<file path="config.mk">
export PLATFORM = sky130hd
export DESIGN_NAME = iob_split
export DESIGN_NICKNAME = d
export VERILOG_FILES = /design/src/iob_bus_pkg.sv /design/src/iob_soc_map_pkg.sv /design/src/iob_split.sv
export SDC_FILE = /design/constraint.sdc
export NUM_CORES = 1
export LEC_CHECK = 0
export ABC_AREA = 1
export CORE_AREA = 2 2 124 126
export CTS_BUF_LIST = sky130_fd_sc_hd__clkbuf_8
export DETAILED_ROUTE_END_ITERATION = 8
export DIE_AREA = 0 0 126 128
export DONT_BUFFER_PORTS = 1
export PLACE_DENSITY_LB_ADDON = 0.12
export RECOVER_POWER = 100
export SLEW_MARGIN = 20
export SYNTH_ARGS = -nofsm -noshare
export SYNTH_HDL_FRONTEND = slang
export SYNTH_SLANG_ARGS = --single-unit
</file>
<file path="constraint.sdc">
create_clock -name clk_i -period 0.8 [get_ports clk_i]
set_input_delay 0.08 -clock clk_i [delete_from_list [all_inputs] [get_ports clk_i]]
set_output_delay 0.08 -clock clk_i [all_outputs]
set_load 0.01 [all_outputs]
</file>
<file path="src/iob_bus_pkg.sv">
package iob_bus_pkg;

   // Native bus widths
   localparam int ADDR_W = 32;
   localparam int DATA_W = 32;

   // Byte address, data word and write strobes
   typedef logic [ADDR_W-1:0]   addr_t;
   typedef logic [DATA_W-1:0]   data_t;
   typedef logic [DATA_W/8-1:0] strb_t;

   // Request from the master or the splitter
   // A zero wstrb marks a read
   typedef struct packed {
      logic  avalid;
      addr_t addr;
      data_t wdata;
      strb_t wstrb;
   } bus_req_t;

   // Response from a follower or the splitter
   // rvalid pulses once per accepted read
   typedef struct packed {
      data_t rdata;
      logic  rvalid;
      logic  ready;
   } bus_resp_t;

endpackage
</file>
<file path="src/iob_soc_map_pkg.sv">
package iob_soc_map_pkg;

   // Top address bit selects the peripheral space
   localparam int PERIPH_BIT = iob_bus_pkg::ADDR_W - 1;

   // Peripheral index sits just below PERIPH_BIT
   localparam int N_PERIPH_W = 2;
   localparam int N_PERIPH   = 2 ** N_PERIPH_W;

   typedef logic [N_PERIPH_W-1:0] periph_idx_t;

   // Mapped slots, the others read as zero
   localparam periph_idx_t PERIPH_BOOT    = 2'd0;
   localparam periph_idx_t PERIPH_SCRATCH = 2'd1;

   // Boot-control register codes
   typedef logic [1:0] boot_ctr_t;

   localparam boot_ctr_t BOOT_CTR_RUN  = 2'b00;
   // Memory seen past the boot region
   localparam boot_ctr_t BOOT_CTR_LOAD = 2'b10;

endpackage

</file>
<file path="src/iob_split.sv">
module iob_split (
   input  logic                          clk_i,
   input  logic                          rst_i,

   // Decoded master request
   input  iob_bus_pkg::bus_req_t         req_i,
   input  logic                          periph_sel_i,
   input  iob_soc_map_pkg::periph_idx_t  periph_idx_i,
   output iob_bus_pkg::bus_resp_t        resp_o,

   // SRAM follower
   output iob_bus_pkg::bus_req_t         mem_req_o,
   input  iob_bus_pkg::bus_resp_t        mem_resp_i,

   // Peripheral follower
   output iob_bus_pkg::bus_req_t         per_req_o,
   input  iob_bus_pkg::bus_resp_t        per_resp_i,
   output iob_soc_map_pkg::periph_idx_t  per_idx_o
);

   logic sel_ready;
   logic accept;
   logic rd_accept;

   // Follower of the read accepted last cycle
   logic sel_r;
   logic pend_r;

   // Same payload to both, avalid only toward the selected one
   always_comb begin
      mem_req_o        = req_i;
      mem_req_o.avalid = req_i.avalid & ~periph_sel_i;
      per_req_o        = req_i;
      per_req_o.avalid = req_i.avalid & periph_sel_i;
   end

   assign per_idx_o = periph_idx_i;

   // Ready follows the follower that the current request targets
   assign sel_ready = periph_sel_i ? per_resp_i.ready : mem_resp_i.ready;

   assign accept    = req_i.avalid & sel_ready;
   assign rd_accept = accept & (req_i.wstrb == '0);

   always_ff @(posedge clk_i) begin
      if (rst_i) begin
         pend_r <= 1'b0;
         sel_r  <= 1'b0;
      end else begin
         pend_r <= rd_accept;
         if (rd_accept) begin
            sel_r <= periph_sel_i;
         end
      end
   end

   // Response steered by the registered selection, not the current request
   always_comb begin
      resp_o.ready = sel_ready;
      if (sel_r) begin
         resp_o.rdata  = per_resp_i.rdata;
         resp_o.rvalid = pend_r & per_resp_i.rvalid;
      end else begin
         resp_o.rdata  = mem_resp_i.rdata;
         resp_o.rvalid = pend_r & mem_resp_i.rvalid;
      end
   end

endmodule

</file>
* After elaboration in Yosys (flattened, before gate mapping) *
Index checks and enable logic that the tools add are counted.
Widths: inputs -> output; s select.

operators by class
  multiplexer cells = 2
  bitwise logic cells = 7
  reduce and logical (&&, ||, !) cells = 1

operator list
  kind             count
  $mux 33          1
  $and 1x1->1      6
  $logic_not 4->1  1
  $mux 1           1
  $not 1->1        1

word-level totals
  register bits = 2
  input bits = 142
  output and inout bits = 174
  word-level logic and storage cells = 12

* Logic depth before layout (Yosys ltp) *
  depth after elaboration = 3
  gate-level depth with buffers = 6

* Worst setup path before layout *
OpenSTA, ideal clock, no wires.

  kind = register to output
  start point = register sel_r
  end point = output resp_o[10] in the netlist's numbering
  arrival = 765 ps
  data required time = 720 ps
  slack = -45 ps
  stages on the path, launching flop included = 6
  path through = dfxtp_1 -> buf_4 -> inv_4 -> buf_4 -> nand2_1 -> nand2_1

RTL lines
  item                    RTL line         text
  from (decl)             iob_split.sv:26  logic sel_r;
  from (signal assigned)  iob_split.sv:52  sel_r <= periph_sel_i;
  to (decl)               iob_split.sv:9   output iob_bus_pkg::bus_resp_t resp_o,

==> reports/results.env <==
RUN_STATUS='complete, but fails checks'
FAILED_CHECKS='negative setup slack'
DIE_AREA_UM2=16100
RSZ0062_AT_GRT='true'
ROUTABILITYCONGESTION=0.592
HOLD_PATH.STARTPOINT='rst_i'
POWERDENSITY_nW_PER_UM2=659
ROUTE.ANTENNA.REMAINING_NETS=0
DRC_ERRORS=0
TRACK_USAGE=0.0398
GRT_MAX_DEGREE=20
LAYOUT_CELLS_SIZED_ABOVE_1=0.474
SYN_AVG_CELL_AREA_UM2=5.95
DR_TOTAL_VIAS=900
DETAILEDROUTE.FIRSTITERATIONVIOLATIONS=14
CORE-AREA_UM2=14900
TOTALPOWERFINAL_uW=785
CLOCK_SINKS=2
SYN-NUM-NETS=411
CTS_BUFFERS=3
CLOCK_SKEW_NS=0
PORT-BUFFER-COUNT=0
CTS.REPAIR_TIMING.SETUP_BUFFER_COUNT=0
FINALCRITPERIODSHARE=1.40
CLK_LATENCY_NS=0.20
OVERALL_OVERFLOW_REMAINING_AFTER_GLOBAL_ROUTE=0
CHIPHEIGHT_UM=128
DETAILED_PLACER_S_ENDING_HPWL_MM=3.05
HOLDPATHEND='sel_r'
SYNTH_SEQ_CELLS=2
TRITONCTS='built'
CLK_TRANSITION_REPORTED_PATHS_NS=0.03
REG2REG_TO='sel_r'
STDCELL_COUNT=325
PIN_COUNT=316
CHIP_WIDTH_UM=126
MAPPEDNETLISTAREA_UM2=1600
WORST_SETUP_PATH_END_KIND='output port'
MAX_STAGE_DELAY_NS=0.35
CP_SLOWEST_CELL='sky130_fd_sc_hd__dfxtp_4'
CRIT_FANOUT=7
SYNTH_TOP_AREA_FRAC=0.671
GRT_PASS1_WL_MM=4.71
POWER.LEAKAGE_uW=0.000485
SETUP.WORST_PATH.CLASS='flip-flop to output port'
POST-ROUTE-MIN-PERIOD_NS=1.12
MAX_SLEW_VIOLATIONS=0
FINAL-SETUP-VIOL-COUNT=33
CTS_ROOT_BUF='sky130_fd_sc_hd__clkbuf_8'
NETLIST-CELL-TYPE-COUNT=13
YOSYS-TOP-CELLS-AREA='sky130_fd_sc_hd__buf_4 (67%), sky130_fd_sc_hd__nand2_1 (24%), sky130_fd_sc_hd__dfxtp_1 (2.5%)'
WORSTPATHCELLLIST='buf_12, inv_16, buf_12, nand2_4, nand2_4'
DRV.MAX_CAP_VIOLATION_COUNT=0
MAX_SLEW.WORST_PIN.SLEW_NS=0.347
FLOORPLAN.INITIALDENSITY=0.108
CRIT_REQUIRED_NS=0.72
VIAS_IN_THE_FIRST_GLOBAL_ROUTE=889
FINALCOREUTILIZATION=0.0801
WORST_R2R_STARTPOINT='sel_r'
FINALWORSTSETUPSLACK_NS=-0.319
ROWS=45
VIASPERCELL=2.77
DRT-WIRELENGTH-PER-CELL_UM=11.5
DRT_WL_TOTAL_MM=3.73
WORST-ENDPOINT-ARRIVAL_NS=1.04
WORST_SLEW_MARGIN_REL=0.767
ANTENNADIODECOUNT=0
ANTENNA_FOUND_INITIAL=0
CTSLONGESTPATHBUFFERS=2
WHS_PATH_DEPTH=3
POST-PLACE-CELLS=320
SYNTH_LARGEST_AREA_CELL='sky130_fd_sc_hd__buf_4'
DETAILEDROUTE.FIRSTPASSITERATIONCOUNT=4
HOLD_CLASS='input port to flip-flop'
FMAX_GHz=0.893
NETLIST_INSTANCES=269
STARTPOINT_TYPE='flip-flop'
FINAL_NET_COUNT=281
R2R_SETUP_SLACK_NS=0.02
FINALHOLDVIOLATIONS=0
VDD_DROP_MAX_uV=311
YOSYSWARNINGS=0
CLOCK_TREE.HTREE_LEVEL_COUNT=1
WORSTREGTOREGCELLS=3
AREA.GROWTH.SYNTH_TO_FINAL_PCT=-25.6
SYNTH_SEQUENTIAL_AREA_RATIO=0.0250
## Yosys cell counts (all sizes together)
master / count
a21oi: 1
buf: 146
clkinv: 1
dfxtp: 2
inv: 7
nand2: 102
nand3: 1
nor2: 7
o21ai: 2
## layer usage
layer,vias to the layer above,part of all wire,global-route usage
li1,395,-,-
met1,373,0.27,0.0309
met2,85,0.51,0.0702
met3,47,0.12,0.0121
met4,0,0.10,0.0517
met5,-,0,0
## how the worst max path moves through the flow
stage / start / end / slack (ns) / cells after the start
final: sel_r / resp_o[9] / -0.32 / 5
after global routing: sel_r / resp_o[19] / -0.38 / 5
after CTS: sel_r / resp_o[21] / -0.35 / 5
after detailed placement: sel_r / resp_o[21] / -0.17 / 3
after global placement: sel_r / resp_o[21] / -0.16 / 3
after floorplan: sel_r / resp_o[11] / -0.001 / 5
## power by group
| group | switching [uW] | total (uW) | internal [uW] |
|---|---|---|---|
| Clock | 67.5 | 384 | 317 |
| Sequential | 1.09 | 99.8 | 98.7 |
| Combinational | 182 | 301 | 118 |
## repair_timing
action / CTS / global route
hold buffers: 1 / 0
hold endpoints to repair: 1 / 0
setup endpoints to repair: 33 / 34
pin swaps: 9 / 10
gates cloned: 1 / 0
resized for setup: 31 / 14
## cell type report
cell class	instances	area, um2
fill	1759	13700
multi-input combinational	113	666
tap	188	235
timing repair buffer	11	159
inverter	8	46.3
sequential	2	43.8
clock buffer	3	41.3
## cell usage in the layout (no fill, tap or decap), types with 2 or more instances in the layout
cell / instances
sky130_fd_sc_hd__nor2_2: 2
sky130_fd_sc_hd__buf_12: 4
sky130_fd_sc_hd__nand2_1: 56
sky130_fd_sc_hd__nand2_2: 25
sky130_fd_sc_hd__buf_4: 4
sky130_fd_sc_hd__nor2_1: 4
sky130_fd_sc_hd__nand2_4: 21
sky130_fd_sc_hd__inv_1: 6
sky130_fd_sc_hd__clkbuf_8: 3
## flip-flops by register name, indices dropped and copies added (netlist names)
name    flops
sel_r       1
pend_r      1
## cell families after synthesis
| family | count (synthesis) | synth area share |
|---|---|---|
| AOI/OAI and AO/OA | 3 | 0.0141 |
| buffers and inverters | 154 | 0.701 |
| DFF | 2 | 0.0250 |
| and+or+nand+nor | 110 | 0.260 |
## worst max-delay path: cells and delay by family (launching register included)
kind                   cells  cell delay [ns]
buffers and inverters      3             0.36
flip-flops                 1             0.35
AND/OR/NAND/NOR            2             0.12
## through the flow
stage	area (um2)	hold slack, ns	worst slack [ns]	setup TNS, ns
floorplan	1700	0.152	-0.00125	-0.0113
global placement	946	0.160	-0.156	-3.26
detailed placement	946	0.160	-0.170	-3.79
CTS	1130	0.0214	-0.347	-10.92
global route	1190	0.0291	-0.376	-11.77
finish	1190	0.0311	-0.319	-9.99
No activity file was read; power rests on OpenSTA's default activity.
