===== src/iob_bus_pkg.sv =====
package iob_bus_pkg;

   // Native bus widths
   localparam int ADDR_W = 32;
   localparam int DATA_W = 32;

   // Byte address, data word and write strobes
   typedef logic [ADDR_W-1:0]   addr_t;
   typedef logic [DATA_W-1:0]   data_t;
   typedef logic [DATA_W/8-1:0] strb_t;

   // Request from the master or the splitter
   // A zero wstrb marks a read
   typedef struct packed {
      logic  avalid;
      addr_t addr;
      data_t wdata;
      strb_t wstrb;
   } bus_req_t;

   // Response from a follower or the splitter
   // rvalid pulses once per accepted read
   typedef struct packed {
      data_t rdata;
      logic  rvalid;
      logic  ready;
   } bus_resp_t;

endpackage

===== src/iob_soc_map_pkg.sv =====
package iob_soc_map_pkg;

   // Top address bit selects the peripheral space
   localparam int PERIPH_BIT = iob_bus_pkg::ADDR_W - 1;

   // Peripheral index sits just below PERIPH_BIT
   localparam int N_PERIPH_W = 2;
   localparam int N_PERIPH   = 2 ** N_PERIPH_W;

   typedef logic [N_PERIPH_W-1:0] periph_idx_t;

   // Mapped slots, the others read as zero
   localparam periph_idx_t PERIPH_BOOT    = 2'd0;
   localparam periph_idx_t PERIPH_SCRATCH = 2'd1;

   // Boot-control register codes
   typedef logic [1:0] boot_ctr_t;

   localparam boot_ctr_t BOOT_CTR_RUN  = 2'b00;
   // Memory seen past the boot region
   localparam boot_ctr_t BOOT_CTR_LOAD = 2'b10;

endpackage


===== src/iob_addr_decode.sv =====
module iob_addr_decode #(
   parameter int MEM_ADDR_W  = 12,
   parameter int BOOT_ADDR_W = 10
) (
   input  iob_bus_pkg::bus_req_t         req_i,
   input  iob_soc_map_pkg::boot_ctr_t    boot_ctr_i,

   output iob_bus_pkg::bus_req_t         req_o,
   output logic                          periph_sel_o,
   output iob_soc_map_pkg::periph_idx_t  periph_idx_o
);

   // Lowest bit of the peripheral index field
   localparam int IDX_LSB = iob_soc_map_pkg::PERIPH_BIT - iob_soc_map_pkg::N_PERIPH_W;

   // Offset added to memory addresses in load mode
   localparam iob_bus_pkg::addr_t BOOT_OFFSET = iob_bus_pkg::addr_t'(1) << BOOT_ADDR_W;

   // Memory addresses wrap inside the SRAM
   localparam iob_bus_pkg::addr_t MEM_MASK =
      (iob_bus_pkg::addr_t'(1) << MEM_ADDR_W) - iob_bus_pkg::addr_t'(1);

   // Peripheral addresses keep the offset below the index field
   localparam iob_bus_pkg::addr_t PER_MASK =
      (iob_bus_pkg::addr_t'(1) << IDX_LSB) - iob_bus_pkg::addr_t'(1);

   iob_bus_pkg::addr_t mem_addr;
   iob_bus_pkg::addr_t per_addr;
   logic               load_mode;

   assign periph_sel_o = req_i.addr[iob_soc_map_pkg::PERIPH_BIT];
   assign periph_idx_o = req_i.addr[IDX_LSB +: iob_soc_map_pkg::N_PERIPH_W];

   assign load_mode = (boot_ctr_i == iob_soc_map_pkg::BOOT_CTR_LOAD);

   // Remap then wrap, so the offset can roll over the top of the SRAM
   assign mem_addr = load_mode ? ((req_i.addr + BOOT_OFFSET) & MEM_MASK)
                               : (req_i.addr & MEM_MASK);

   assign per_addr = req_i.addr & PER_MASK;

   always_comb begin
      req_o = req_i;
      if (periph_sel_o) begin
         req_o.addr = per_addr;
      end else begin
         req_o.addr = mem_addr;
      end
   end

endmodule


===== config.mk =====
export PLATFORM = sky130hd
export DESIGN_NAME = iob_addr_decode
export DESIGN_NICKNAME = d
export VERILOG_FILES = /design/src/iob_bus_pkg.sv /design/src/iob_soc_map_pkg.sv /design/src/iob_addr_decode.sv
export SDC_FILE = /design/constraint.sdc
export NUM_CORES = 1
export LEC_CHECK = 0
export ABC_CLOCK_PERIOD_IN_PS = 1600
export BUFFER_PORTS_ARGS = -buffer_cell sky130_fd_sc_hd__buf_2
export CORE_ASPECT_RATIO = 1.1
export CORE_MARGIN = 10
export CORE_UTILIZATION = 24
export DETAILED_ROUTE_END_ITERATION = 12
export PLACE_DENSITY = 0.9
export SYNTH_ARGS = -nofsm -noshare
export SYNTH_HDL_FRONTEND = slang
export SYNTH_SLANG_ARGS = --single-unit

===== constraint.sdc =====
create_clock -name vclk -period 1.6
set_clock_uncertainty 0.15 [all_clocks]
set_input_delay 0.16 -clock vclk [all_inputs]
set_output_delay 0.16 -clock vclk [all_outputs]
set_load 0.1 [all_outputs]

[Word-level counts from Yosys, hierarchy flattened]
Cells that the tools add are included.
Word-level totals
  bits in registers: 0
  input port bits: 71
  output and inout port bits: 72
  word-level logic and storage cells: 4
Cells by class
  add/subtract/negate cells: 1
  eq/ne operators: 1
  multiplexer cells: 2
Operators with widths (number)
  two-way mux 29 bit: 1
  adder 12 x 11 -> 12 bit, second input constant: 1
  two-way mux 12 bit: 1
  == test 2 bit, second input constant: 1

[Longest topological paths before layout]
Gate-level depths: netlist of run 1.
  depth after elaboration: 3
  gate-level depth with buffers: 2

[Worst setup path before layout of run 1]
Ideal clock, no wire load.
  path type: input to output
  from: input boot_ctr_i[0]
  to: output req_o[47] (netlist name)
  arrival: 1855 ps
  data required time: 1290 ps
  path slack: -565 ps
  stages: 2
  path buffers: 0
  cell sequence: and4bb_1 -> xor2_1
RTL lines
  from (decl): line iob_addr_decode.sv:6  | input iob_soc_map_pkg::boot_ctr_t boot_ctr_i,
  to (decl): line iob_addr_decode.sv:8  | output iob_bus_pkg::bus_req_t req_o,

==> results of run 1 <==
==> power by group through the flow <==
stage	sequential, mW	combinational, mW	clock (mW)
after floorplan	0	0.854	0
after global placement	0	0.427	0
after detailed placement	0	0.430	0
after CTS	0	0.432	0
after global routing	0	0.441	0
final	0	0.427	0
==> layout make-up <==
cell class | count | area [sq um]
Fill cell | 229 | 1510
Timing Repair Buffer | 44 | 495
Multi-Input combinational cell | 24 | 190
Tap cell | 30 | 37.5
==> path summary, 6_finish.rpt <==
path,start,endpoint,slack [ps],cells after the start
max,req_i[67],req_o[47],270,4
min,req_i[16],req_o[16],170,0
==> through the flow <==
stage          total power [mW]  setup TNS (ps)  setup slack (ps)  hold WS [ps]
3_3_place_gp              0.427               0               279           171
6_report                  0.427               0               272           170
5_1_grt                   0.441               0               195           170
3_5_place_dp              0.430               0               239           171
4_1_cts                   0.432               0               243           171
2_1_floorplan             0.854           -53.3             -53.3           376
==> cells in the mapped netlist (all sizes together) <==
cell,number
and2,17
buf,53
and4bb,1
nor3b,1
conb,1
clkbuf,1
xor2,2
==> metal layers <==
metal / GRT usage (%) / part of all wire (%)
met1: 5.81 / 32
met2: 11.0 / 43
met3: 3.78 / 20
met4: 3.96 / 5.9
met5: 0 / 0
==> cell usage in the layout, fill, tap and decap left out <==
cell type	count
buf_2	24
buf_12	18
and4bb_1	1
conb_1	3
and2_2	7
nor3b_1	1
buf_4	2
xor2_2	1
and2_1	10
xor2_4	1
==> logic make-up (layout without fill, tap and decap cells) <==
logic type / count (synthesis) / after routing / share of synthesized area [%]
and+or+nand+nor: 19 / 19 / 24.2
other: 1 / 3 / 0.670
xor gates and xnor gates: 2 / 2 / 3.13
buffers and inverters: 54 / 44 / 72.0
==> critical path, cell delays in order <==
cell and delay (ps):
buf_2 140, and4bb_1 300, xor2_2 210, buf_12 200
==> impl_metrics.env, run 1 <==
export IMPL_synth_top_cell_by_area="buf_4"
export IMPL_antenna_cells=0
export IMPL_p_clk_share_pct=0
export IMPL_syn_to_final_growth_pct=29.3
export IMPL_worst_ep_arrival_time_ps=1020
export IMPL_die_y_um=70.6
export IMPL_netlist_area_leader_share_pct=71.1
export IMPL_status="finished, final reports clean"
export IMPL_hold_buffers=0
export IMPL_switching_share_pct=67.8
export IMPL_seq_area_frac_synth_pct=0
export IMPL_hold_class="input pin to primary output"
export IMPL_post_cts_setup_buffers=0
export IMPL_period_needed_ps=1330
export IMPL_grt_max_degree=12
export IMPL_fin_util_pct=32.4
export IMPL_seqCellArea_sq_um=0
export IMPL_clkbuf_count=0
export IMPL_die_width_um=66.0
export IMPL_drv_cap=0
export IMPL_fmax_mhz=753
export IMPL_wirelength_mm=1.79
export IMPL_die_area_sq_um=4660
export IMPL_rsz0062_at_grt="false"
export IMPL_layout_drive_gt1_share_pct=77.9
export IMPL_powerDensity_nw_per_um2=591
export IMPL_fin_cells=98
export IMPL_ant_nets=0
export IMPL_wire_per_inst_um=18.2
export IMPL_setup_viol=0
export IMPL_vias=389
export IMPL_drc=0
export IMPL_seq_power_share_pct=0
export IMPL_irDropWorstVdd_mv=0.194
export IMPL_syn_area_per_cell_sq_um=7.36
export IMPL_grt_pass1_wl_mm=2.52
export IMPL_period_share_pct=83.0
export IMPL_firstDrtPassIters=2
export IMPL_worstPathMaxFanout=10
export IMPL_switchingPower_mw=0.290
export IMPL_ctsResizeCount=0
export IMPL_grt_pass1_vias=428
export IMPL_design_area_sq_um=723
export IMPL_gp_congestion=0.705
export IMPL_seq_cell_count=0
export IMPL_hold_violations=0
export IMPL_drt_iter0_markers=7
export IMPL_power_internal_mw=0.138
export IMPL_core_area_sq_um=2230
export IMPL_vias_per_cell=3.97
export IMPL_crit_path_start_kind="input pin"
export IMPL_hpwl_mm=1.61
export IMPL_grt_overflow=0
export IMPL_power_frac_comb_pct=100.0
export IMPL_antenna_found_initial=0
export IMPL_syn_cell_area_sq_um=559
export IMPL_num_rows=18
export IMPL_placedInstanceArea_sq_um=723
export IMPL_placedCellCount=98
export IMPL_yosysWarnings=0
export IMPL_crit_type="input pin to primary output"
export IMPL_nNetsFinal=141
export IMPL_port_buffers=42
export IMPL_slew_violations=0
export IMPL_grt_usage_pct=6.49
export IMPL_io_pins=143
export IMPL_synthCells=76
export IMPL_cp_end_kind="primary output"
export IMPL_synthTopCellsByArea="buf_4 71%, and2_1 11%, and2_2 9.4%, xor2_1 3.1%, and4bb_1 2.2%"
export IMPL_ys_types=8
export IMPL_required_ps=1290
export IMPL_initial_utilization_pct=25.1
export IMPL_p_leak_nw=0.347
No activity file was read; power rests on OpenSTA's default activity.
==> inputs of run 2 (changes only) <==
ABC_CLOCK_PERIOD_IN_PS = 1300   (was 1600)
CORE_UTILIZATION = 22   (was 24)
PLACE_DENSITY = 0.83   (was 0.9)
clock period = 1.3 ns   (was 1.6 ns; I/O delays follow)
==> run 2 against run 1 <==
  * Worst hold slack lost 60 ps
  * Final cell count is 2.0% higher
  * First-iteration DRC count rose to 2.7 times the previous value
  * Clock-buffer cell count stayed put
  * Via count grew 1.3%
  * Utilization fell by 0.70 points
  * Largest power group unchanged
  * Highest routed layer unchanged
==> impl_metrics.env, run 2 (synthesis results as in run 1) <==
export IMPL_setup_slack_ps=37.1
export IMPL_drt_iter0_markers=19
export IMPL_io_pins=143
export IMPL_port_buffers=42
export IMPL_rsz0062_at_grt="false"
export IMPL_syn_to_final_growth_pct=40.3
export IMPL_ctsResizeCount=0
export IMPL_fillerInstances=243
export IMPL_layout_common_cells="22 x buf_2, 20 x buf_12, 10 x and2_1, 7 x and2_2"
export IMPL_period_needed_ps=1260
export IMPL_worstPathMaxFanout=4
export IMPL_placedInstanceArea_sq_um=785
export IMPL_die_area_sq_um=4960
export IMPL_grt_pass1_wl_mm=2.73
export IMPL_seqCellArea_sq_um=0
export IMPL_multi_input_comb_area_sq_um=213
export IMPL_grt_pass1_vias=430
export IMPL_antenna_found_initial=0
export IMPL_drc=0
export IMPL_crit_path_start_kind="input pin"
export IMPL_fmax_mhz=792
export IMPL_hold_violations=0
export IMPL_hold_buffers=0
export IMPL_die_y_um=72.9
export IMPL_cp_end_kind="primary output"
export IMPL_clkbuf_count=0
export IMPL_seq_cell_count=0
export IMPL_powerDensity_nw_per_um2=699
export IMPL_irDropWorstVdd_mv=0.289
export IMPL_initial_utilization_pct=22.6
export IMPL_core_area_sq_um=2470
export IMPL_grt_max_degree=12
export IMPL_num_rows=19
export IMPL_wire_per_inst_um=20.7
export IMPL_vias=394
export IMPL_drv_cap=0
export IMPL_wirelength_mm=2.07
export IMPL_design_area_sq_um=785
export IMPL_tns_ps=0
export IMPL_required_ps=1020
export IMPL_worst_ep_arrival_time_ps=980
export IMPL_post_cts_setup_buffers=0
export IMPL_firstDrtPassIters=2
export IMPL_gp_congestion=0.833
export IMPL_final_common_cell="buf_2"
export IMPL_holdWs_ps=110
export IMPL_grt_usage_pct=7.04
export IMPL_slew_violations=0
export IMPL_crit_type="input pin to primary output"
export IMPL_die_width_um=68.1
export IMPL_p_leak_nw=0.368
export IMPL_fin_cells=100
export IMPL_antenna_cells=0
export IMPL_vias_per_cell=3.94
export IMPL_grt_overflow=0
export IMPL_nNetsFinal=142
export IMPL_place_worst_setup_slack_ps=26.3
export IMPL_finalPower_mw=0.548
export IMPL_period_share_pct=97.1
export IMPL_status="finished, final reports clean"
export IMPL_fin_util_pct=31.7
export IMPL_placedCellCount=100
export IMPL_hold_class="input pin to primary output"
export IMPL_layout_drive_gt1_share_pct=79.7
export IMPL_setup_viol=0
export IMPL_ant_nets=0
-- run 2: power breakdown --
part | switching, mW | leakage (nW) | internal [mW] | total [mW]
Sequential | 0 | 0 | 0 | 0
Combinational | 0.363 | 0.368 | 0.185 | 0.548
Clock | 0 | 0 | 0 | 0
Total | 0.363 | 0.368 | 0.185 | 0.548
-- run 2: area by class of cell --
cell class / count / share of cell area (%)
multi-input cells: 24 / 27.1
well taps: 31 / 4.94
repair buffers: 45 / 67.9
-- run 2: worst max-delay path, stage by stage --
cell      delay, ps
buf_2           130
and4bb_1        350
xor2_4          180
buf_12          190
-- run 2: per-layer routing --
| layer | part of all wire, % | vias up | global-route usage, % |
|---|---|---|---|
| li1 | - | 158 | - |
| met1 | 27 | 148 | 6.30 |
| met2 | 30 | 58 | 8.39 |
| met3 | 34 | 30 | 6.76 |
| met4 | 8.5 | 0 | 7.83 |
| met5 | 0 | - | 0 |
-- run 2: final timing paths --
path / startpoint / slack [ps] / to / depth (start not counted)
max: req_i[67] / 40 / req_o[47] / 4
min: req_i[17] / 110 / req_o[17] / 0
==> inputs of run 3 (changes only) <==
CELL_PAD_IN_SITES_DETAIL_PLACEMENT = 0   (was default)
CELL_PAD_IN_SITES_GLOBAL_PLACEMENT = 1   (was default)
CORE_UTILIZATION = 11   (was 22)
PLACE_DENSITY = default   (was 0.83)
PLACE_DENSITY_LB_ADDON = 0.1   (was default)
==> run 3 against run 2 <==
  * Via count is the same
  * Worst hold slack is essentially flat
  * Fmax fell by 0.26%
  * Cell area up 3.3%
  * Critical path depth is the same
  * Combinational power fell by 0.7%
  * Worst setup slack got worse by 3.2 ps
  * Sequential cell count stayed put
  * First-iteration DRC count fell by 89%
  * Clock-buffer cell count unchanged
  * Utilization decreased by 15 points
  * Global-route usage shrank 2.9 points
==> impl_metrics.env, run 3 (synthesis results as in run 1) <==
export IMPL_holdWs_ps=110
export IMPL_rsz0062_at_grt="false"
export IMPL_ctsResizeCount=0
export IMPL_drv_cap=0
export IMPL_slowest_delay_ps=360
export IMPL_worst_ep_arrival_time_ps=990
export IMPL_required_ps=1020
export IMPL_place_worst_setup_slack_ps=33.2
export IMPL_cp_cell_sequence="buf_2, and4bb_1, xor2_4, buf_12"
export IMPL_nNetsFinal=141
export IMPL_vias_per_cell=3.13
export IMPL_fmax_mhz=790
export IMPL_worstPathMaxFanout=2
export IMPL_p_leak_nw=0.363
export IMPL_ant_nets=0
export IMPL_period_share_pct=97.4
export IMPL_wirelength_mm=2.00
export IMPL_hold_buffers=0
export IMPL_io_pins=143
export IMPL_die_width_um=88.0
export IMPL_final_common_cell="buf_2"
export IMPL_drt_iter0_markers=2
export IMPL_tns_ps=0
export IMPL_gp_congestion=0.685
export IMPL_die_y_um=94.8
export IMPL_die_area_sq_um=8340
export IMPL_grt_pass1_vias=443
export IMPL_layout_common_cells="22 x buf_2, 20 x buf_12, 10 x and2_1, 7 x and2_2, 3 x conb_1"
export IMPL_wire_per_inst_um=15.9
export IMPL_grt_pass1_wl_mm=2.75
export IMPL_powerDensity_nw_per_um2=671
export IMPL_hold_violations=0
export IMPL_irDropWorstVdd_mv=0.150
export IMPL_status="finished, final reports clean"
export IMPL_cp_num_buf_inv=2
export IMPL_syn_to_final_growth_pct=45.0
export IMPL_layout_drive_gt1_share_pct=79.4
export IMPL_seq_cell_count=0
export IMPL_crit_type="input pin to primary output"
export IMPL_port_buffers=42
export IMPL_slowest_stage="and4bb_1"
export IMPL_cp_end_kind="primary output"
export IMPL_seqCellArea_sq_um=0
export IMPL_num_rows=27
export IMPL_vias=394
export IMPL_antenna_found_initial=0
export IMPL_fin_util_pct=16.3
export IMPL_hpwl_mm=1.89
export IMPL_grt_usage_pct=4.13
export IMPL_period_needed_ps=1270
export IMPL_grt_max_degree=19
export IMPL_firstDrtPassIters=2
export IMPL_drc=0
export IMPL_clkbuf_count=0
export IMPL_critical_path_top_delay_family="simple AND/OR/NAND/NOR gates"
export IMPL_core_area_sq_um=4970
export IMPL_grt_overflow=0
export IMPL_hold_class="input pin to primary output"
export IMPL_antenna_cells=0
export IMPL_post_cts_setup_buffers=0
export IMPL_setup_viol=0
export IMPL_finalPower_mw=0.544
export IMPL_setup_slack_ps=33.8
export IMPL_initial_utilization_pct=11.3
export IMPL_slew_violations=0
export IMPL_crit_path_start_kind="input pin"
==> run 3: changes by cell type in the layout (fill, tap and decap cells not counted), sizes merged <==
cell / previous run / this run
buf: 45 / 44
==> run 3: worst paths after layout <==
path	start	depth (start not counted)	end	slack (ps)
worst max-delay path	boot_ctr_i[0]	4	req_o[47]	30
worst min-delay path	req_i[14]	0	req_o[14]	110
==> run 3: stage by stage <==
stage,std cells,area (sq um)
after floorplan,78,616
after global placement,126,811
after detailed placement,126,811
after CTS,126,811
after global routing,126,811
final,126,811
==> run 3: cell type report <==
type	count	area (sq um)
fillers	558	4160
well taps	58	72.6
multi-input cells	24	213
repair buffers	44	526
==> run 3: routing by layer <==
metal	vias up	part of all wire, %	global-route usage, %
met4	0	4.5	2.26
met3	18	22	3.10
met1	159	27	3.39
li1	155	-	-
met5	-	0	0
met2	62	46	7.04
==> run 3: power breakdown <==
group          switching [mW]  internal [mW]  total, mW  leakage (nW)
Combinational           0.361          0.183      0.544         0.363
Clock                       0              0          0             0
Sequential                  0              0          0             0
