## config.mk

```make
export PLATFORM = sky130hd
export DESIGN_NAME = iob_periph_regs
export DESIGN_NICKNAME = d
export VERILOG_FILES = /design/src/iob_bus_pkg.sv /design/src/iob_soc_map_pkg.sv /design/src/iob_periph_regs.sv
export SDC_FILE = /design/constraint.sdc
export NUM_CORES = 1
export LEC_CHECK = 0
export BUFFER_PORTS_ARGS = -buffer_cell sky130_fd_sc_hd__buf_2
export CORE_MARGIN = 2
export CORE_UTILIZATION = 25
export DETAILED_ROUTE_END_ITERATION = 8
export GPL_TIMING_DRIVEN = 0
export RECOVER_POWER = 100
export SYNTH_ARGS = -nofsm -noshare
export SYNTH_HDL_FRONTEND = slang
export SYNTH_SLANG_ARGS = --single-unit
```

## constraint.sdc

```tcl
create_clock -name clk_i -period 3.3 [get_ports clk_i]
set_clock_uncertainty 0.2 [all_clocks]
set_input_delay 0.66 -clock clk_i [delete_from_list [all_inputs] [get_ports clk_i]]
set_output_delay 0.66 -clock clk_i [all_outputs]
set_load 0.05 [all_outputs]
```

## src/iob_bus_pkg.sv

```systemverilog
package iob_bus_pkg;

   // Native bus widths
   localparam int ADDR_W = 32;
   localparam int DATA_W = 32;

   // Byte address, data word and write strobes
   typedef logic [ADDR_W-1:0]   addr_t;
   typedef logic [DATA_W-1:0]   data_t;
   typedef logic [DATA_W/8-1:0] strb_t;

   // Request from the master or the splitter
   // A zero wstrb marks a read
   typedef struct packed {
      logic  avalid;
      addr_t addr;
      data_t wdata;
      strb_t wstrb;
   } bus_req_t;

   // Response from a follower or the splitter
   // rvalid pulses once per accepted read
   typedef struct packed {
      data_t rdata;
      logic  rvalid;
      logic  ready;
   } bus_resp_t;

endpackage
```

## src/iob_soc_map_pkg.sv

```systemverilog
package iob_soc_map_pkg;

   // Top address bit selects the peripheral space
   localparam int PERIPH_BIT = iob_bus_pkg::ADDR_W - 1;

   // Peripheral index sits just below PERIPH_BIT
   localparam int N_PERIPH_W = 2;
   localparam int N_PERIPH   = 2 ** N_PERIPH_W;

   typedef logic [N_PERIPH_W-1:0] periph_idx_t;

   // Mapped slots, the others read as zero
   localparam periph_idx_t PERIPH_BOOT    = 2'd0;
   localparam periph_idx_t PERIPH_SCRATCH = 2'd1;

   // Boot-control register codes
   typedef logic [1:0] boot_ctr_t;

   localparam boot_ctr_t BOOT_CTR_RUN  = 2'b00;
   // Memory seen past the boot region
   localparam boot_ctr_t BOOT_CTR_LOAD = 2'b10;

endpackage

```

## src/iob_periph_regs.sv

```systemverilog
module iob_periph_regs (
   input  logic                          clk_i,
   input  logic                          rst_i,

   input  iob_bus_pkg::bus_req_t         req_i,
   input  iob_soc_map_pkg::periph_idx_t  idx_i,
   output iob_bus_pkg::bus_resp_t        resp_o,

   output iob_soc_map_pkg::boot_ctr_t    boot_ctr_o
);

   localparam int N_SCRATCH = 4;
   localparam int SCR_IDX_W = $clog2(N_SCRATCH);
   localparam int N_BYTES   = iob_bus_pkg::DATA_W / 8;

   logic [iob_soc_map_pkg::N_PERIPH-1:0] slot_hit;
   logic [SCR_IDX_W-1:0]                 scr_sel;
   logic                                 wr_en;
   logic                                 rd_en;

   iob_soc_map_pkg::boot_ctr_t           boot_ctr_r;
   iob_bus_pkg::data_t                   scratch_r [N_SCRATCH];

   iob_bus_pkg::data_t                   rd_mux;
   iob_bus_pkg::data_t                   rdata_r;
   logic                                 rvalid_r;

   // One-hot slot decode
   assign slot_hit = {{(iob_soc_map_pkg::N_PERIPH-1){1'b0}}, 1'b1} << idx_i;

   assign scr_sel = req_i.addr[2 +: SCR_IDX_W];
   assign wr_en   = req_i.avalid & (req_i.wstrb != '0);
   assign rd_en   = req_i.avalid & (req_i.wstrb == '0);

   always_ff @(posedge clk_i) begin
      if (rst_i) begin
         boot_ctr_r <= iob_soc_map_pkg::BOOT_CTR_RUN;
         for (int i = 0; i < N_SCRATCH; i++) begin
            scratch_r[i] <= '0;
         end
      end else if (wr_en) begin
         // Only the two low bits of the boot word exist
         if (slot_hit[iob_soc_map_pkg::PERIPH_BOOT] && req_i.wstrb[0]) begin
            boot_ctr_r <= req_i.wdata[1:0];
         end
         if (slot_hit[iob_soc_map_pkg::PERIPH_SCRATCH]) begin
            for (int b = 0; b < N_BYTES; b++) begin
               if (req_i.wstrb[b]) begin
                  scratch_r[scr_sel][b*8 +: 8] <= req_i.wdata[b*8 +: 8];
               end
            end
         end
      end
   end

   // Unmapped slots read zero
   always_comb begin
      rd_mux = '0;
      if (slot_hit[iob_soc_map_pkg::PERIPH_BOOT]) begin
         rd_mux = iob_bus_pkg::data_t'(boot_ctr_r);
      end else if (slot_hit[iob_soc_map_pkg::PERIPH_SCRATCH]) begin
         rd_mux = scratch_r[scr_sel];
      end
   end

   always_ff @(posedge clk_i) begin
      if (rst_i) begin
         rvalid_r <= 1'b0;
      end else begin
         rvalid_r <= rd_en;
      end
   end

   always_ff @(posedge clk_i) begin
      if (rd_en) begin
         rdata_r <= rd_mux;
      end
   end

   assign resp_o.ready  = 1'b1;
   assign resp_o.rvalid = rvalid_r;
   assign resp_o.rdata  = rdata_r;

   assign boot_ctr_o = boot_ctr_r;

endmodule

```

After elaboration in Yosys (flattened, before gate mapping). Memories as Yosys holds them, arrays and structs flattened. Cells that the tools add are included.

Shifts and indexed selects: 1. Multiplexer cells: 27. Reduce and logical (&&, ||, !) cells: 6. Bitwise gates (word level): 3.

Operator list (number): $mux 32 (1); $reduce_or 32->1 (1); $mux 1 (22); $mux 2 (3); $logic_not 4->1 (1); $mux 4 (1); $reduce_bool 4->1 (1); $and 1x1->1 (2); $reduce_and 2->1 (1); $reduce_or 2->1 (1); $shl 1x2->2 const A (1); $logic_and 1x1->1 (1); $not 1->1 (1).

Logic and storage cells: 42. Register bits after elaboration: 35. Memories kept: 1. Output and inout port bits: 36. Input port bits: 73. RAM bits: 128.

Memory list: scratch_r (depth 4, bits a word 32, read ports 1, clocked after Yosys merged registers in 0, wr ports 4, line iob_periph_regs.sv:22) `iob_bus_pkg::data_t scratch_r [N_SCRATCH];`.

Longest topological paths before layout. Gate-level depths: netlist (run 1).

Word-level depth: 7. Gate-level depth with buffers: 6. Depth with buffers taken out: 3.

Worst setup path after synthesis (run 1). Ideal clock, no wire load.

Kind: input-to-reg. From: in req_i[1] (netlist name). To: reg rdata_r[0], enable pin. Data arrival time: 1931 ps. Stages: 2. Required time: 2708 ps. Library setup time: 392 ps. Path buffers: 0. Path slack: 777 ps. Path through: nor4_1 and2_1.

Word-level cells in the longest chain between the ends: 2.

Ends and longest elaborated chain: start: declaration (line iob_periph_regs.sv:5) `input iob_bus_pkg::bus_req_t req_i,`; $logic_not 4->1 (line iob_periph_regs.sv:33) `assign rd_en = req_i.avalid & (req_i.wstrb == '0);`; $and 1x1->1 (line iob_periph_regs.sv:33); net rd_en (line iob_periph_regs.sv:19) `logic rd_en;`; end signal: assignment (line iob_periph_regs.sv:76) `rdata_r <= rd_mux;`; end: declaration (line iob_periph_regs.sv:25) `iob_bus_pkg::data_t rdata_r;`.

The timed path passes the listed nets, and every way through them passes these cells. A chain may end at the register's enable or synchronous reset.

==> results of run 1 <==
## kinds of logic after synthesis
| logic type | after synthesis | share of synthesized area, % |
|---|---|---|
| AND/OR/NAND/NOR | 196 | 19.2 |
| flip-flops | 163 | 67.7 |
| multiplexers | 36 | 10.6 |
| buffers and inverters | 25 | 1.91 |
| AO/OA/AOI/OAI | 7 | 0.626 |
| other | 1 | 0.0522 |
## where the power goes
part	internal (uW)	leakage, uW	switching [uW]
registers	2360	0.00159	21.8
clock network	964	0.000253	836
logic	121	0.00103	155
total	3450	0.00287	1010
## flip-flops by register name, summed over array words and instances, names as in the netlist
name,count
scratch_r,128
rdata_r,32
boot_ctr_o,2
rvalid_r,1
## worst max-delay path, cell delays in order
cell	delay [ps]
buf_4	160
nand4bb_2	210
clkbuf_1	810
nor2_1	310
clkbuf_1	340
and2_0	240
## cell type report
cell class,count,area (um2)
Tap cell,384,480
Clock inverter,15,110
Antenna cell,4,10.0
Multi-Input combinational cell,240,2150
Fill cell,2934,20100
Timing Repair Buffer,76,333
Sequential cell,163,4860
Clock buffer,17,425
Inverter,5,18.8
Buffer,20,93.8
## through the flow
step	power [uW]	setup TNS, ps	worst slack (ps)	instances
after floorplan	2610	0	777	428
after global placement	2720	-198	-7.40	887
after detailed placement	2720	0	165	888
after CTS	4510	0	607	920
after global routing	4590	0	358	922
final	4460	0	537	924
## routing by layer
metal	vias up	GRT usage (%)	part of all wire, %
met5	-	0	0.26
met3	23	3.55	5.8
met1	1807	11.8	40
met4	6	4.38	1.6
met2	79	19.0	52
li1	1774	-	-
## cells in the mapped netlist
master / instances
or2_2: 9
nor3_4: 6
conb_1: 1
nor2_2: 1
and3_1: 3
buf_6: 1
nand4b_2: 1
inv_1: 5
mux2i_1: 4
mux4_2: 32
nor4_2: 1
nor4_1: 1
buf_1: 1
nor3b_2: 1
and3b_1: 2
nor4_4: 3
nor2b_1: 30
and4bb_2: 1
nor3_2: 2
and2_1: 125
buf_2: 2
clkbuf_1: 5
nor2_1: 4
nand4bb_4: 1
nand2b_1: 3
clkbuf_2: 3
dfxtp_1: 3
o21ai_0: 3
nand2_1: 1
buf_4: 8
edfxtp_1: 160
nor3_1: 1
o31ai_1: 1
a21o_1: 3
## final timing paths
path	slack [ps]	cells after the start	endpoint	startpoint
max	540	6	scratch_r[3][14]	rst_i
min	330	3	boot_ctr_o[0]	req_i[4]
min reg2reg	350	2	boot_ctr_o[1]	boot_ctr_o[1]
max reg2reg	1730	3	rdata_r[1]	scratch_r[3][1]
==> impl_metrics.json, run 1 <==
{
  "wl_per_cell_um": 16.8,
  "io_buffers": 75,
  "syn_area_um2": 7190,
  "num_vias": 3689,
  "synthTopCellsByArea": "edfxtp_1, and2_1, mux4_2",
  "finish.instance_area_um2": 8480,
  "clockBufferDepth": 2,
  "grt_max_degree": 33,
  "detail-route-antenna-nets": 0,
  "leakagePower_uw": 0.00287,
  "grt_pass1_wl_um": 23300,
  "viasPerCell": 3.99,
  "dieArea_um2": 30100,
  "drv_cap": 0,
  "yosysWarnings": 0,
  "grt_pass1_vias": 4008,
  "die_y_um": 174,
  "status": "complete, no violations",
  "dieWidth_um": 174,
  "syn_to_final_growth_pct": 18.0,
  "placed_cell_area_um2": 8060,
  "arrival_ps": 2740,
  "clock_sinks": 163,
  "rsz0062_at_grt": "false",
  "max_slew_margin_pct": 7.97,
  "p_per_area_nw_per_um2": 526,
  "cts_setup_buffers": 0,
  "cts-resized-gates": 0,
  "drc": 0,
  "syn_area_per_cell_um2": 16.8,
  "drt_iter0_markers": 258,
  "timing.final.crit_share_pct": 83.7,
  "crit_fanout": 10,
  "dr.pass1.iters": 4,
  "ctsHoldBuffers": 0,
  "rows": 62,
  "syn_nets": 501,
  "grt_usage_pct": 10.7,
  "cts_buffers": 17,
  "yosysSeqAreaShare_pct": 67.7,
  "final_cell_mix": "edfxtp_1, and2_0, and2_1, clkbuf_1, buf_2",
  "clkTransAtPathRegs_ps": 60,
  "grt_overflow_total": 0,
  "drive_gt1_share_pct": 23.3,
  "antenna_found_initial": 7,
  "synth_cell_types": 34,
  "vdd_ir_drop_max_v": 0.000367,
  "hold-worst-slack_ps": 326,
  "yosysTopAreaCellShare_pct": 66.8,
  "cp-end-kind": "register",
  "hp-class": "in -> reg",
  "hold_violations": 0,
  "cts_max_level": 4,
  "tightest_slew_ps": 1370,
  "routed_wl_um": 15500,
  "gp_congestion": 0.729,
  "syn_inst": 428,
  "synth_top_area_cell": "edfxtp_1",
  "core_um2": 28500,
  "cts_tree": "built",
  "fmax_mhz": 362,
  "critPathRequiredTime_ps": 3280,
  "period_needed_ps": 2760,
  "clock_latency_ps": 430,
  "slew_violations": 0,
  "setup_viol": 0,
  "worstSetupStartpointType": "primary input",
  "nets": 596,
  "synth.ff_latch_count": 163,
  "layout_commonest_cell": "edfxtp_1",
  "io-pin-count": 109,
  "final_core_util_pct": 29.7,
  "worst-setup-path-type": "in -> reg",
  "clk_root_buffer_cell": "clkbuf_16",
  "start_util_pct": 25.2,
  "hpwlAfterDp_um": 10800
}
Note: power is estimated with default switching activity, not from simulation.
==> inputs of run 2 (changes only) <==
- ABC_AREA: not set -> 1
- clock period: 3.3 -> 2.8 ns (I/O delays scaled with it)
==> run 2 against run 1 <==
  * Synthesized cell count up 53%
  * Non-clock buffer count up 14
  * Power up 24%
  * Register-to-register slack worse by 270 ps
  * Die area down 1.0%
  * Largest power group unchanged
==> impl_metrics.json, run 2 <==
{
  "status": "complete, no violations",
  "synth-async-reset-ratio_pct": 0,
  "grt_pass1_vias": 4956,
  "core_um2": 27900,
  "wl_per_cell_um": 15.9,
  "period_needed_ps": 2640,
  "clk_root_buffer_cell": "clkbuf_16",
  "reg2reg_depth": 3,
  "final_cells": 1142,
  "rows": 61,
  "reg2reg_to": "rdata_r[1]",
  "arrival_ps": 2490,
  "p_per_area_nw_per_um2": 660,
  "clock_latency_ps": 430,
  "hp-class": "in -> reg",
  "synth_top_family_by_area": "simple AND/OR/NAND/NOR gates",
  "dieArea_um2": 29800,
  "ff2ff_setup_slack_ps": 1460,
  "largest_register_ffs": 128,
  "final_cell_mix": "nor2_1, edfxtp_1, clkbuf_1, o21ai_0, nand2_1",
  "crit_fanout": 23,
  "worst_hold_path.num_cells": 3,
  "min_from": "req_i[5]",
  "leakagePower_uw": 0.00308,
  "vdd_ir_drop_max_v": 0.000358,
  "num_vias": 4856,
  "crit_start": "req_i[0]",
  "clock_sinks": 163,
  "dr.pass1.iters": 4,
  "cts_tree": "built",
  "cts_setup_buffers": 0,
  "hpwlAfterDp_um": 12400,
  "final_core_util_pct": 30.0,
  "io_buffers": 75,
  "viasPerCell": 4.25,
  "syn_nets": 729,
  "syn_inst": 656,
  "critPathRequiredTime_ps": 2660,
  "antenna_found_initial": 1,
  "syn_area_per_cell_um2": 10.8,
  "regMostFlops": "scratch_r",
  "synth_compound_area_share_pct": 7.37,
  "syn_area_um2": 7120,
  "setup_viol": 0,
  "synth_top_area_cell": "edfxtp_1",
  "fmax_mhz": 379,
  "yosysWarnings": 0,
  "grt_pass1_wl_um": 27900,
  "min_to": "boot_ctr_o[1]",
  "ys.flop_type": "edfxtp_1",
  "cts_max_level": 4,
  "synth.ff_latch_count": 163,
  "cp-end-kind": "register",
  "die_y_um": 173,
  "drt_iter0_markers": 443,
  "grt_usage_pct": 12.4,
  "layout_commonest_cell": "nor2_1",
  "finish.instance_area_um2": 8370,
  "tightest_slew_ps": 1040,
  "ctsHoldBuffers": 0,
  "syn_to_final_growth_pct": 17.7,
  "worst-setup-path-type": "in -> reg",
  "slew_violations": 0,
  "synth-simple-area-share_pct": 19.3,
  "drc": 0,
  "clockBufferDepth": 2,
  "synth_xor_area_share_pct": 0,
  "placed_cell_area_um2": 7990,
  "nets": 824,
  "drive_gt1_share_pct": 11.8,
  "gp_congestion": 0.770,
  "synth_adder_area_share_pct": 0,
  "synth_edf_count": 160,
  "hold-worst-slack_ps": 179,
  "rsz0062_at_grt": "false",
  "placedCellCount": 1110,
  "cts-resized-gates": 0,
  "yosysMostFrequentCell": "nor2_1",
  "start_util_pct": 25.5,
  "synth_cell_types": 29,
  "yosys-top-cells-count": "nor2_1, edfxtp_1, o21ai_0",
  "detail-route-antenna-nets": 0,
  "grt_max_degree": 24,
  "drv_cap": 0,
  "hold_violations": 0,
  "dieWidth_um": 173,
  "worstSetupStartpointType": "primary input",
  "max_slew_margin_pct": 30.2,
  "clkTransAtPathRegs_ps": 60,
  "grt_overflow_total": 0,
  "yosysSeqAreaShare_pct": 68.4,
  "rr_startpoint": "scratch_r[3][1]",
  "timing.final.crit_share_pct": 94.2,
  "io-pin-count": 109,
  "routed_wl_um": 18200,
  "synthTopCellsByArea": "edfxtp_1, nor2_1, o21ai_0",
  "synth_mux_area_share_pct": 0,
  "cts_buffers": 17,
  "yosysTopAreaCellShare_pct": 67.5
}
==> run 2: cell count changes after synthesis, moves of 6 or more <==
cell	previous run	this run
clkbuf_1	5	22
nor2b_1	30	0
or2_2	9	0
a21oi_1	0	32
o21ai_0	3	55
nand4_4	0	7
o21ai_1	0	9
nor2_1	4	232
nor3_4	6	0
mux4_2	32	0
nand2_1	1	54
and2_1	125	0
inv_1	5	45
==> run 2: critical path: stages <==
cell,delay (ps)
clkbuf_1,130
nor2_1,200
nand2_2,90
nor2_1,790
clkbuf_2,720
==> run 2: cells by family after synthesis <==
kind of cell,after synthesis
compound gates,100
buf+inv,82
flops,163
other cells,1
simple gates,310
==> run 2: worst max path at each step <==
stage	end	slack (ps)	cells after the start
global placement	rdata_r[15]	-1180	4
floorplan	rdata_r[0]	60	3
global route	scratch_r[2][15]	10	10
detailed placement	scratch_r[3][27]	-380	10
finish	rdata_r[15]	160	5
CTS	scratch_r[3][31]	70	10
==> run 2: metrics by stage <==
| step | power, uW | setup WS (ps) | setup TNS (ps) |
|---|---|---|---|
| 2_1_floorplan | 3140 | 64.0 | 0 |
| 3_3_place_gp | 3280 | -1180 | -45450 |
| 3_5_place_dp | 3300 | -384 | -11150 |
| 4_1_cts | 5580 | 73.6 | 0 |
| 5_1_grt | 5710 | 11.8 | 0 |
| 6_report | 5520 | 164 | 0 |
==> run 2: area by class of cell <==
class	instances	area [um2]
inverters	48	180
plain buffers	34	156
diodes	1	2.50
repair buffers	76	335
multi-input cells	411	1790
flip-flops and latches	163	4860
clock buffers	20	437
well taps	378	473
clock inverters	11	138
fillers	2946	19600
==> run 2: where the power goes <==
group          leakage (uW)  switching (uW)  internal [uW]  total [uW]
clock              0.000275             913           1390        2300
sequential          0.00158            31.4           2810        2840
combinational       0.00122             282           99.5         382
==> run 2: routing by layer <==
layer	global-route usage, %	vias to the layer above	routed length (um)
li1	-	2395	-
met1	15.1	2303	7830
met2	21.0	129	8890
met3	3.03	29	945
met4	5.47	0	511
met5	0	-	0
==> inputs of run 3 (changes only) <==
- REMOVE_ABC_BUFFERS: not set -> 1
- SKIP_CTS_REPAIR_TIMING: not set -> 1
==> run 3 against run 2 <==
  * Cell count fell by 2.1%
  * Routed wire length fell by 1.6%
  * Sequential power barely moved
  * Die area did not move
  * Critical path depth rose by 4
  * Register-to-register slack improved by 20 ps
  * Sequential cell count did not move
  * Sequential share of layout area fell by 1.4 points
  * Count of clock-buffer cells in the layout fell by 2
  * Critical path type unchanged
  * Largest cell class unchanged
==> impl_metrics.json, run 3 (synthesis results as in run 2) <==
{
  "gp_congestion": 0.706,
  "status": "complete, no violations",
  "slowest_delay_ps": 350,
  "placedCellCount": 1078,
  "setup_slack_ps": 146,
  "num_vias": 4789,
  "detail-route-antenna-nets": 0,
  "dieWidth_um": 173,
  "period_needed_ps": 2650,
  "layout_commonest_cell": "nor2_1",
  "viasPerCell": 4.28,
  "dr.pass1.iters": 4,
  "clock_sinks": 163,
  "p_per_area_nw_per_um2": 662,
  "drc": 0,
  "start_util_pct": 25.5,
  "rsz0062_at_grt": "false",
  "critPathRequiredTime_ps": 2700,
  "hold_violations": 0,
  "routed_wl_um": 17900,
  "fmax_mhz": 377,
  "drt_iter0_markers": 347,
  "drive_gt1_share_pct": 15.1,
  "critPathSlowestCell": "nand2_2",
  "clk_root_buffer_cell": "clkbuf_16",
  "path_cells": "buf_2 -> inv_1 -> nand2_8 -> nor2_1 -> nand3_1 -> nand3_4 -> buf_12 -> nand4_2 -> nand2_2",
  "hp-class": "in -> reg",
  "slew_violations": 0,
  "io_buffers": 77,
  "cts_tree": "built",
  "antenna_cells": 0,
  "multi_input_area_um2": 2000,
  "rows": 61,
  "grt_overflow_total": 0,
  "tightest_slew_ps": 1210,
  "timing.final.crit_share_pct": 94.8,
  "io-pin-count": 109,
  "setup_viol": 0,
  "vdd_ir_drop_max_v": 0.000359,
  "regMostFlops": "scratch_r",
  "syn_to_final_growth_pct": 20.6,
  "hpwlAfterDp_um": 10200,
  "cts_buffers": 17,
  "final_cell_mix": "nor2_1, edfxtp_1, o21ai_0, nand2_1, inv_1",
  "nets": 800,
  "pre_cts_ws_ps": -1780,
  "crit_fanout": 34,
  "seqCellArea_um2": 4860,
  "grt_pass1_wl_um": 26800,
  "worstSetupStartpointType": "primary input",
  "wl_per_cell_um": 16.0,
  "drv_cap": 0,
  "grt_max_degree": 72,
  "hold-worst-slack_ps": 183,
  "arrival_ps": 2550,
  "clock_latency_ps": 430,
  "crit_family": "simple AND/OR/NAND/NOR gates",
  "fill_cells": 2930,
  "finalPower_uw": 5680,
  "cts_max_level": 4,
  "clkTransAtPathRegs_ps": 60,
  "cp-end-kind": "register",
  "critPathBufInv": 3,
  "largest_register_ffs": 128,
  "grt_pass1_vias": 4643,
  "final_core_util_pct": 30.7,
  "max_slew_margin_pct": 19.2,
  "final_cells": 1118,
  "leakagePower_uw": 0.00316,
  "clockBufferDepth": 2,
  "grt_usage_pct": 11.9,
  "dieArea_um2": 29800,
  "antenna_found_initial": 0,
  "worst-setup-path-type": "in -> reg",
  "core_um2": 27900,
  "die_y_um": 173
}
## run 3: cell types whose count changed in the layout (fill, tap and decap cells not counted), sizes merged
cell / previous run / this run
inv: 47 / 48
diode: 1 / 0
clkbuf: 84 / 54
buf: 46 / 47
bufinv: 3 / 4
clkinv: 6 / 8
nand3: 5 / 7
## run 3: cell type report
type                            count  area share, %
Timing Repair Buffer               83           5.09
Tap cell                          378           5.51
Multi-Input combinational cell    413           23.3
Clock buffer                       18           5.00
Inverter                           48           2.19
Clock inverter                     14           2.14
Sequential cell                   163           56.7
Timing Repair inverter              1         0.0583
## run 3: through the flow
stage / area [um2] / TNS [ps]
6_report: 8580 / 0
2_1_floorplan: 6950 / -1560
3_5_place_dp: 7830 / -314080
5_1_grt: 8580 / 0
3_3_place_gp: 7800 / -501540
4_1_cts: 8450 / -182770
## run 3: worst min-delay path: stages
cell and delay, ps:
buf_2 90, nor2_1 40, nor2_1 90
## run 3: final timing paths
kind / slack, ps / depth (start not counted) / from / end
max: 150 / 9 / idx_i[1] / scratch_r[1][10]
min: 180 / 3 / req_i[4] / boot_ctr_o[0]
max reg2reg: 1480 / 3 / scratch_r[3][0] / rdata_r[0]
min reg2reg: 390 / 2 / boot_ctr_o[1] / boot_ctr_o[1]
## run 3: where the power goes
| group | internal, uW | leakage, uW | total [uW] | switching, uW |
|---|---|---|---|---|
| registers | 2810 | 0.00158 | 2840 | 30.8 |
| clock network | 1490 | 0.000297 | 2440 | 957 |
| logic | 107 | 0.00128 | 397 | 289 |
| total | 4410 | 0.00316 | 5680 | 1280 |
## run 3: routing by layer
metal | share of wire (%) | vias up | GRT usage [%] | wire (um)
met3 | 4.4 | 17 | 2.88 | 778
li1 | - | 2365 | - | -
met2 | 49 | 101 | 20.1 | 8830
met5 | 0 | - | 0 | 0
met1 | 45 | 2306 | 14.8 | 8050
met4 | 1.3 | 0 | 4.24 | 231
